File: src/design/switch_cfg_pkg.sv
package switch_cfg_pkg;

    // switch geometry.
    localparam int PORT_COUNT  = 4;
    localparam int DATA_WIDTH  = 16;

    localparam int QUEUE_DEPTH = 16; // entries per destination queue.
    localparam int STAGE_DEPTH = 4;  // ingress staging fifo.

    // occupancy of one queue that raises almost_full.
    localparam int ALMOST_FULL_LEVEL = 12;

    // port number, also used as the destination queue id.
    typedef logic [$clog2(PORT_COUNT)-1:0] port_id_t;

    typedef logic [DATA_WIDTH-1:0] word_t;

    // slot index inside one destination queue.
    typedef logic [$clog2(QUEUE_DEPTH)-1:0] queue_ptr_t;

    typedef logic [PORT_COUNT-1:0] port_mask_t; // one bit per port.

endpackage

File: src/design/switch_bus_pkg.sv
package switch_bus_pkg;

    import switch_cfg_pkg::*;

    // one word of a packet with its framing bits.
    typedef struct packed {
        logic  sop;
        logic  eop;
        word_t data;
    } frame_word_t;

    typedef struct packed {
        logic        en;
        port_id_t    dest;    // queue the word is appended to.
        frame_word_t word;
    } buf_write_t;

    typedef struct packed {
        logic     en;
        port_id_t queue_id;   // queue popped by this read.
    } buf_read_t;

    // head of an ingress staging fifo as offered to the arbiter.
    typedef struct packed {
        logic        req;
        port_id_t    dest;
        frame_word_t word;
    } ingress_req_t;

endpackage

File: src/design/buffer_arbiter.sv
`timescale 1ns/1ps

module buffer_arbiter
    import switch_cfg_pkg::*;
    import switch_bus_pkg::*;
(
    input  logic                          internal_clk,
    input  logic                          reset,
    input  ingress_req_t [PORT_COUNT-1:0] requests,
    output port_mask_t                    write_grant,
    input  port_mask_t                    read_req,
    input  port_mask_t                    qos_control,
    output port_mask_t                    read_grant,
    output buf_write_t                    buf_write,
    output buf_read_t                     buf_read
);

    // first set bit of mask at or after start, wrapping around.
    function automatic port_id_t rr_pick(input port_mask_t mask, input port_id_t start);
        port_id_t idx;
        port_id_t pick;
        pick = start;
        for (int k = PORT_COUNT - 1; k >= 0; k--) begin
            idx = start + port_id_t'(k);
            if (mask[idx])
                pick = idx;
        end
        return pick;
    endfunction

    port_mask_t wr_req;
    port_mask_t rd_class;    // qos requesters if any, else all of them.
    port_id_t   wr_next;
    port_id_t   rd_next;
    port_id_t   wr_sel;
    port_id_t   rd_sel;
    logic       locked;
    port_id_t   lock_port;

    always_comb begin
        for (int i = 0; i < PORT_COUNT; i++)
            wr_req[i] = requests[i].req;
    end

    assign wr_sel   = locked ? lock_port : rr_pick(wr_req, wr_next);
    assign rd_class = |(read_req & qos_control) ? (read_req & qos_control) : read_req;
    assign rd_sel   = rr_pick(rd_class, rd_next);

    always_comb begin
        write_grant         = '0;
        write_grant[wr_sel] = wr_req[wr_sel]; // a locked owner may idle.
        read_grant          = '0;
        read_grant[rd_sel]  = rd_class[rd_sel];

        buf_write.en    = |write_grant;
        buf_write.dest  = requests[wr_sel].dest;
        buf_write.word  = requests[wr_sel].word;
        buf_read.en     = |read_grant;
        buf_read.queue_id = rd_sel;          // egress n drains queue n.
    end

    always_ff @(posedge internal_clk) begin
        if (reset) begin
            locked    <= 1'b0;
            lock_port <= '0;
            wr_next   <= '0;
            rd_next   <= '0;
        end else begin
            if (buf_write.en) begin
                wr_next <= wr_sel + 1'b1;
                if (buf_write.word.eop) begin
                    locked <= 1'b0;
                end else if (buf_write.word.sop) begin
                    locked    <= 1'b1;  // keep this packet contiguous.
                    lock_port <= wr_sel;
                end
            end
            if (buf_read.en)
                rd_next <= rd_sel + 1'b1;
        end
    end

endmodule

File: src/design/egress_port.sv
`timescale 1ns/1ps

module egress_port
    import switch_cfg_pkg::*;
    import switch_bus_pkg::*;
#(
    parameter int PORT_NUMBER = 0
)
(
    input  logic        internal_clk,
    input  logic        reset,
    input  logic        queue_empty,
    input  logic        ready,
    input  logic        read_grant,
    input  frame_word_t read_word,
    input  logic        read_valid,
    input  port_id_t    read_port,
    output logic        read_req,
    output logic        rd_sop,
    output logic        rd_eop,
    output logic        rd_vld,
    output word_t       rd_data
);

    logic in_flight;    // granted, word not yet back from the buffer.
    logic own_word;

    assign own_word = read_valid && (read_port == port_id_t'(PORT_NUMBER));

    // one outstanding read at a time, and none while the sink stalls.
    assign read_req = !queue_empty && ready && !in_flight;

    always_ff @(posedge internal_clk) begin
        if (reset) begin
            in_flight <= 1'b0;
            rd_vld    <= 1'b0;
            rd_sop    <= 1'b0;
            rd_eop    <= 1'b0;
        end else begin
            if (read_grant)
                in_flight <= 1'b1;
            else if (own_word)
                in_flight <= 1'b0;

            // a word already in flight is delivered even if ready dropped.
            rd_vld <= own_word;
            rd_sop <= own_word && read_word.sop;
            rd_eop <= own_word && read_word.eop;
        end
    end

    always_ff @(posedge internal_clk) begin
        if (own_word)
            rd_data <= read_word.data;
    end

endmodule

File: src/design/ingress_port.sv
`timescale 1ns/1ps

module ingress_port
    import switch_cfg_pkg::*;
    import switch_bus_pkg::*;
(
    input  logic         internal_clk,
    input  logic         reset,
    input  logic         wr_sop,
    input  logic         wr_eop,
    input  logic         wr_vld,
    input  word_t        wr_data,
    input  port_mask_t   queue_full,
    input  logic         write_grant,
    output ingress_req_t request,
    output logic         error
);

    typedef logic [$clog2(STAGE_DEPTH)-1:0] stage_ptr_t;
    typedef logic [$clog2(STAGE_DEPTH):0]   stage_level_t;

    frame_word_t  stage_word [STAGE_DEPTH];
    port_id_t     stage_dest [STAGE_DEPTH];
    stage_ptr_t   wr_ptr;
    stage_ptr_t   rd_ptr;
    stage_level_t level;

    logic         in_packet;   // an accepted sop has not seen its eop yet.
    port_id_t     cur_dest;
    port_id_t     word_dest;
    logic         legal_word;
    logic         stage_full;
    logic         stage_empty;
    logic         push;
    logic         pop;

    assign stage_full  = (level == stage_level_t'(STAGE_DEPTH));
    assign stage_empty = (level == '0);

    // destination rides in the low bits of the sop word.
    assign word_dest  = wr_sop ? wr_data[$bits(port_id_t)-1:0] : cur_dest;
    assign legal_word = wr_sop || in_packet;
    assign push       = wr_vld && legal_word && !stage_full;
    assign pop        = request.req && write_grant;

    always_comb begin
        request.req  = !stage_empty && !queue_full[stage_dest[rd_ptr]]; // hold while queue full.
        request.dest = stage_dest[rd_ptr];
        request.word = stage_word[rd_ptr];
    end

    always_ff @(posedge internal_clk) begin
        if (reset) begin
            in_packet <= 1'b0;
            cur_dest  <= '0;
            error     <= 1'b0;
            wr_ptr    <= '0;
            rd_ptr    <= '0;
            level     <= '0;
        end else begin
            error <= wr_vld && (!legal_word || stage_full); // framing or overflow.
            if (wr_vld && legal_word) begin
                in_packet <= !wr_eop;
                if (wr_sop)
                    cur_dest <= word_dest;
            end
            if (push)
                wr_ptr <= wr_ptr + 1'b1;
            if (pop)
                rd_ptr <= rd_ptr + 1'b1;
            case ({push, pop})
                2'b10:   level <= level + 1'b1;
                2'b01:   level <= level - 1'b1;
                default: ;
            endcase
        end
    end

    always_ff @(posedge internal_clk) begin
        if (push) begin
            stage_word[wr_ptr] <= '{sop: wr_sop, eop: wr_eop, data: wr_data};
            stage_dest[wr_ptr] <= word_dest;
        end
    end

endmodule

File: src/design/packet_buffer.sv
`timescale 1ns/1ps

module packet_buffer
    import switch_cfg_pkg::*;
    import switch_bus_pkg::*;
(
    input  logic        internal_clk,
    input  logic        reset,
    input  buf_write_t  buf_write,
    input  buf_read_t   buf_read,
    output frame_word_t read_word,
    output logic        read_valid,
    output port_id_t    read_port,
    output port_mask_t  queue_full,
    output port_mask_t  queue_empty,
    output logic        full,
    output logic        almost_full
);

    typedef logic [$clog2(QUEUE_DEPTH):0] queue_count_t;
    typedef logic [$bits(port_id_t)+$bits(queue_ptr_t)-1:0] mem_addr_t;

    // queue q owns the slots q*QUEUE_DEPTH up to q*QUEUE_DEPTH+QUEUE_DEPTH-1.
    frame_word_t  mem [PORT_COUNT*QUEUE_DEPTH];

    queue_ptr_t   head  [PORT_COUNT];
    queue_ptr_t   tail  [PORT_COUNT];
    queue_count_t count [PORT_COUNT];

    port_mask_t   queue_high;
    port_mask_t   wr_hit;
    port_mask_t   rd_hit;
    mem_addr_t    wr_addr;
    mem_addr_t    rd_addr;
    logic         do_write;
    logic         do_read;

    always_comb begin
        for (int q = 0; q < PORT_COUNT; q++) begin
            queue_full[q]  = (count[q] == queue_count_t'(QUEUE_DEPTH));
            queue_empty[q] = (count[q] == '0);
            queue_high[q]  = (count[q] >= queue_count_t'(ALMOST_FULL_LEVEL));
        end
    end

    assign full        = |queue_full;
    assign almost_full = |queue_high;

    // writes to a full queue and reads of an empty one are ignored.
    assign do_write = buf_write.en && !queue_full[buf_write.dest];
    assign do_read  = buf_read.en && !queue_empty[buf_read.queue_id];

    assign wr_addr = {buf_write.dest, tail[buf_write.dest]};
    assign rd_addr = {buf_read.queue_id, head[buf_read.queue_id]};

    assign wr_hit = do_write ? port_mask_t'(1) << buf_write.dest : '0;
    assign rd_hit = do_read ? port_mask_t'(1) << buf_read.queue_id : '0;

    always_ff @(posedge internal_clk) begin
        if (do_write)
            mem[wr_addr] <= buf_write.word;
        if (do_read)
            read_word <= mem[rd_addr]; // word shows the cycle after the grant.
    end

    always_ff @(posedge internal_clk) begin
        if (reset) begin
            read_valid <= 1'b0;
            read_port  <= '0;
            for (int q = 0; q < PORT_COUNT; q++) begin
                head[q]  <= '0;
                tail[q]  <= '0;
                count[q] <= '0;
            end
        end else begin
            read_valid <= do_read;
            if (do_read)
                read_port <= buf_read.queue_id;
            for (int q = 0; q < PORT_COUNT; q++) begin
                if (wr_hit[q])
                    tail[q] <= tail[q] + 1'b1;
                if (rd_hit[q])
                    head[q] <= head[q] + 1'b1;
                case ({wr_hit[q], rd_hit[q]})
                    2'b10:   count[q] <= count[q] + 1'b1;
                    2'b01:   count[q] <= count[q] - 1'b1;
                    default: ;  // none, or one in and one out.
                endcase
            end
        end
    end

endmodule

File: src/design/switch_top.sv
`timescale 1ns/1ps

module switch_top
    import switch_cfg_pkg::*;
    import switch_bus_pkg::*;
(
    input  logic                   internal_clk,
    input  logic                   reset,

    input  port_mask_t             wr_sop,
    input  port_mask_t             wr_eop,
    input  port_mask_t             wr_vld,
    input  word_t [PORT_COUNT-1:0] wr_data,

    output port_mask_t             rd_sop,
    output port_mask_t             rd_eop,
    output port_mask_t             rd_vld,
    output word_t [PORT_COUNT-1:0] rd_data,

    input  port_mask_t             qos_control,
    input  port_mask_t             ready,
    output port_mask_t             error,
    output logic                   full,
    output logic                   almost_full
);

    ingress_req_t [PORT_COUNT-1:0] requests;
    port_mask_t                    write_grant;
    port_mask_t                    read_req;
    port_mask_t                    read_grant;
    port_mask_t                    queue_full;
    port_mask_t                    queue_empty;
    buf_write_t                    buf_write;
    buf_read_t                     buf_read;
    frame_word_t                   read_word;   // shared return path.
    logic                          read_valid;
    port_id_t                      read_port;

    for (genvar i = 0; i < PORT_COUNT; i++) begin : layout
        ingress_port ingress_port (
            .internal_clk (internal_clk),
            .reset        (reset),
            .wr_sop       (wr_sop[i]),
            .wr_eop       (wr_eop[i]),
            .wr_vld       (wr_vld[i]),
            .wr_data      (wr_data[i]),
            .queue_full   (queue_full),
            .write_grant  (write_grant[i]),
            .request      (requests[i]),
            .error        (error[i])
        );

        egress_port #(.PORT_NUMBER(i)) egress_port (
            .internal_clk (internal_clk),
            .reset        (reset),
            .queue_empty  (queue_empty[i]),
            .ready        (ready[i]),
            .read_grant   (read_grant[i]),
            .read_word    (read_word),
            .read_valid   (read_valid),
            .read_port    (read_port),
            .read_req     (read_req[i]),
            .rd_sop       (rd_sop[i]),
            .rd_eop       (rd_eop[i]),
            .rd_vld       (rd_vld[i]),
            .rd_data      (rd_data[i])
        );
    end

    buffer_arbiter buffer_arbiter (
        .internal_clk (internal_clk),
        .reset        (reset),
        .requests     (requests),
        .write_grant  (write_grant),
        .read_req     (read_req),
        .qos_control  (qos_control),
        .read_grant   (read_grant),
        .buf_write    (buf_write),
        .buf_read     (buf_read)
    );

    packet_buffer packet_buffer (
        .internal_clk (internal_clk),
        .reset        (reset),
        .buf_write    (buf_write),
        .buf_read     (buf_read),
        .read_word    (read_word),
        .read_valid   (read_valid),
        .read_port    (read_port),
        .queue_full   (queue_full),
        .queue_empty  (queue_empty),
        .full         (full),
        .almost_full  (almost_full)
    );

endmodule

File: config.mk
export PLATFORM = sky130hd
export DESIGN_NAME = switch_top
export DESIGN_NICKNAME = d
export VERILOG_FILES = /design/src/design/switch_cfg_pkg.sv /design/src/design/switch_bus_pkg.sv /design/src/design/buffer_arbiter.sv /design/src/design/egress_port.sv /design/src/design/ingress_port.sv /design/src/design/packet_buffer.sv /design/src/design/switch_top.sv
export SDC_FILE = /design/constraint.sdc
export NUM_CORES = 2
export LEC_CHECK = 0
export ABC_AREA = 1
export BUFFER_PORTS_ARGS = -buffer_cell sky130_fd_sc_hd__buf_4
export CAP_MARGIN = 25
export CELL_PAD_IN_SITES_DETAIL_PLACEMENT = 1
export CELL_PAD_IN_SITES_GLOBAL_PLACEMENT = 2
export CORE_ASPECT_RATIO = 0.9
export CORE_MARGIN = 2
export CORE_UTILIZATION = 42
export DETAILED_ROUTE_END_ITERATION = 8
export PLACE_DENSITY = 0.86
export SYNTH_ARGS = -nofsm -noshare
export SYNTH_HDL_FRONTEND = slang
export SYNTH_SLANG_ARGS = --single-unit
File: constraint.sdc
create_clock -name internal_clk -period 5.8 [get_ports internal_clk]
set_clock_uncertainty 0.1 [all_clocks]
set_input_delay 1.16 -clock internal_clk [delete_from_list [all_inputs] [get_ports internal_clk]]
set_output_delay 1.16 -clock internal_clk [all_outputs]
set_load 0.02 [all_outputs]
==> results by group <==
Outcome
  – Status: complete, no violations

STA
  – Peak Freq: 189 MHz
  – Pins Over Slew Limit: 0
  – Final-report hold violation count: 0
  – Endpoints failing setup: 0
  – Post-route clock period utilization: 0.913
  – RSZ-0062 raised after global routing: false
  – Relative slew slack: 0.248
  – Min cycle time layout: 5290 ps
  – Least-Margin Pin Slew: 1130 ps
  – Setup TNS: 0 ps

Die
  – IO Pins: 168
  – Die Y: 399 um
  – Die area: 177000 um2
  – Site Rows: 144
  – Initial core utilization: 0.424
  – Die width: about 440 um
  – Core Box Area: 172000 um2

CTS
  – Clk_lat worst skew: between 800 and 900 ps
  – Buffer count from post-CTS setup fixing: 0
  – Total CTS buffers: approximately 180
  – Root Buffer: clkbuf_16
  – Clock net sink count: 1684
  – Clk buf depth: 3
  – Clock-pin transition on the worst setup and hold timing paths: 60 ps
  – CTS resizes: 0
  – CTS tree: built
  – CTS Hold Bufs: 0
  – H-tree Lvls: 4

Logic synthesis
  – EDFF count, synth: approximately 1.6k
  – Most used DFF post-synth: edfxtp_1
  – #FFs+latches synth: 1684
  – Synth top cells by count: nand2_1, edfxtp_1, nand3_1, inv_1, nor2_1
  – Top post-synthesis cells by area: edfxtp_1, nand2_1, nand3_1
  – Synth unique cells: 44
  – Post-synthesis compound-gate area fraction: 0.0310
  – Syn Area/Cell: 10.8 um2
  – Mapped Area: 72700 um2
  – Post-synth ARST share: 0
  – Mux contribution to synthesized area: 0
  – Share of the yosys chip area belonging to registers: 0.685
  – XOR/XNOR Fraction of Synth Area: 0.00385
  – Simple-Gate Fraction of Synth Area: 0.189
  – Main combinational cell family by area after synthesis: simple AND/OR/NAND/NOR gates
  – Synth Warn #: 0
  – Most instantiated library cell after synthesis: nand2_1
  – Cell taking the most area after synthesis: edfxtp_1
  – Syn nets: 6888
  – Synth top area share: 0.663
  – Adder-Cell Fraction of Synth Area: 0.00950
  – Cells after synthesis: between 6k and 7k

Layout
  – Core Util, Final: 0.484
  – Layout cells sized above 1: 0.110
  – Area Growth Syn to Fin: 14.2%
  – Final nets: about 7k
  – Fill cells: 18.5k

Routing
  – Initial drt markers: 4660
  – Post-Route WL: around 220000 um
  – Post-route DRC: 0
  – DRT antenna net count: 0
  – DR WL/cell: between 20 and 25 um
  – DR vias: 50.9k
  – Initial DRT Pass Iterations: 6
  – Vias per inst: 5.42

GRT
  – Grt ovf: 0
  – Vias in the first global route: approximately 53k
  – GRT Overall Usage: 0.252
  – Global-route wire length before repair: between 300000 and 400000 um
  – Largest net degree at the start of global routing: 132
  – Initial antenna violation count: 9

Setup path
  – Worst Setup End Kind: flop
  – Crit path arrival time: 5740 ps
  – CP max FO: 79
  – FF-to-FF Start: packet_buffer.count[3][0]
  – Setup crit start kind: flop
  – Crit path largest cell delay: between 400 and 500 ps
  – Required @ worst endpoint: approximately 6200 ps
  – Most common cell on crit path: nand3_1
  – Critical Path Start: packet_buffer.count[3][0]
  – Cells along the critical path: inv_1 -> ha_1 -> nand3_2 -> nand3_2 -> nand2_2 -> nor2_4 -> nand2_2 -> nand3_1 -> nand3_1 -> nand2_1 -> nor2_1 -> nand2_1 -> nand3_4 -> inv_2 -> buf_4 -> nand3_1 -> nand2_8 -> buf_12 -> nand3_1 -> nand3_1 -> nand3_1 -> nand3_1 -> nand2_1
  – Crit Path Category: flop to flop
  – Critical path's slowest cell: edfxtp_1

Hold path
  – Worst Hold Launch: layout[0].ingress_port.rd_ptr[1]
  – Worst hold path type: flop to flop

Run
  – Max-cap violation count: 0

Placed design
  – Input/output buffers: 167
  – Final GP Congestion: ~0.83
  – HPWL after DPL: 137000 um
worst max-delay path, delay by kind of cell (launching register included):
kind                     cells  cell delay, ps
adder cells (fa/ha/maj)      1             190
buffers and inverters        4            1110
flip-flops                   1             460
AND/OR/NAND/NOR             18            3080
layer usage:
layer / GRT usage / vias to the layer above / wire, um / part of all wire
met1: 0.340 / 25900 / 95800 / 0.43
met2: 0.416 / 1714 / 107000 / 0.47
met4: 0.0770 / 0 / 6420 / 0.029
met5: 0 / - / 0 / 0
met3: 0.0459 / 355 / 15600 / 0.070
li1: - / 22900 / - / -
metrics by stage:
step | setup WS [ps] | hold WS (ps) | instance area (um2) | instances
finish | 506 | 346 | 83100 | 9394
detailed placement | 167 | 341 | 77400 | 9068
global placement | 261 | 329 | 77400 | 9068
global route | 40.4 | 375 | 83100 | 9393
CTS | 492 | 348 | 83000 | 9392
floorplan | 1080 | 312 | 72700 | 6751
cells by family after synthesis:
logic type / count (synthesis)
AOI/OAI and AO/OA: 402
buffers and inverters: 1427
adders and majority gates: 51
and+or+nand+nor: 3155
DFF: 1684
xor gates and xnor gates: 32
path summary, 6_finish.rpt:
kind,slack [ps],cells past startpoint,endpoint
setup / recovery,510,23,packet_buffer.read_word[15]
hold / removal,350,1,flop
setup reg to reg,510,23,packet_buffer.read_word[15]
hold reg to reg,350,1,flop
cell usage in the layout (no fill, tap or decap), types with 18 or more instances in the layout:
| cell type | count |
|---|---|
| ha_1 | 44 |
| nand3_1 | 1134 |
| a21oi_1 | 116 |
| o22ai_1 | 59 |
| a22oi_1 | 18 |
| inv_2 | 22 |
| inv_1 | 1070 |
| buf_4 | 344 |
| clkbuf_1 | 46 |
| xor2_1 | 21 |
| edfxtp_1 | 1606 |
| nor2_1 | 254 |
| buf_12 | 40 |
| o21ai_0 | 166 |
| clkbuf_16 | 179 |
| nand2_2 | 30 |
| nand2_1 | 1603 |
| clkinv_2 | 32 |
| nand3b_1 | 18 |
| clkinv_1 | 37 |
| dfxtp_1 | 77 |
| a221oi_1 | 20 |
| nor2_2 | 54 |
layout make-up:
type | instances | area (um2) | share of cell area
repair buffers | 386 | 3420 | 0.0412
multi-input cells | 3640 | 17200 | 0.207
flip-flops and latches | 1684 | 49800 | 0.599
well taps | 2263 | 2830 | 0.0341
clock inverters | 98 | 981 | 0.0118
diodes | 1 | 2.50 | 0.0000301
clock buffers | 226 | 4670 | 0.0562
inverters | 1096 | 4130 | 0.0498
registers in the layout, indices dropped and copies added, names as in the netlist, 4 cells and up, named ones only:
name	flops
layout.ingress_port.stage_dest	32
packet_buffer.mem	1152
layout.egress_port.rd_vld	4
layout.egress_port.rd_eop	4
layout.ingress_port.wr_ptr	8
packet_buffer.head	16
layout.ingress_port.error	4
packet_buffer.count	20
layout.ingress_port.level	12
layout.egress_port.rd_sop	4
layout.ingress_port.cur_dest	8
layout.ingress_port.in_packet	4
layout.egress_port.in_flight	4
packet_buffer.tail	16
layout.ingress_port.stage_word	288
packet_buffer.read_word	18
layout.ingress_port.rd_ptr	8
layout.egress_port.rd_data	64
Power is left out: the tool's default activity adds up to more than one toggle a clock period on the data nets, which glitch-free logic cannot reach.
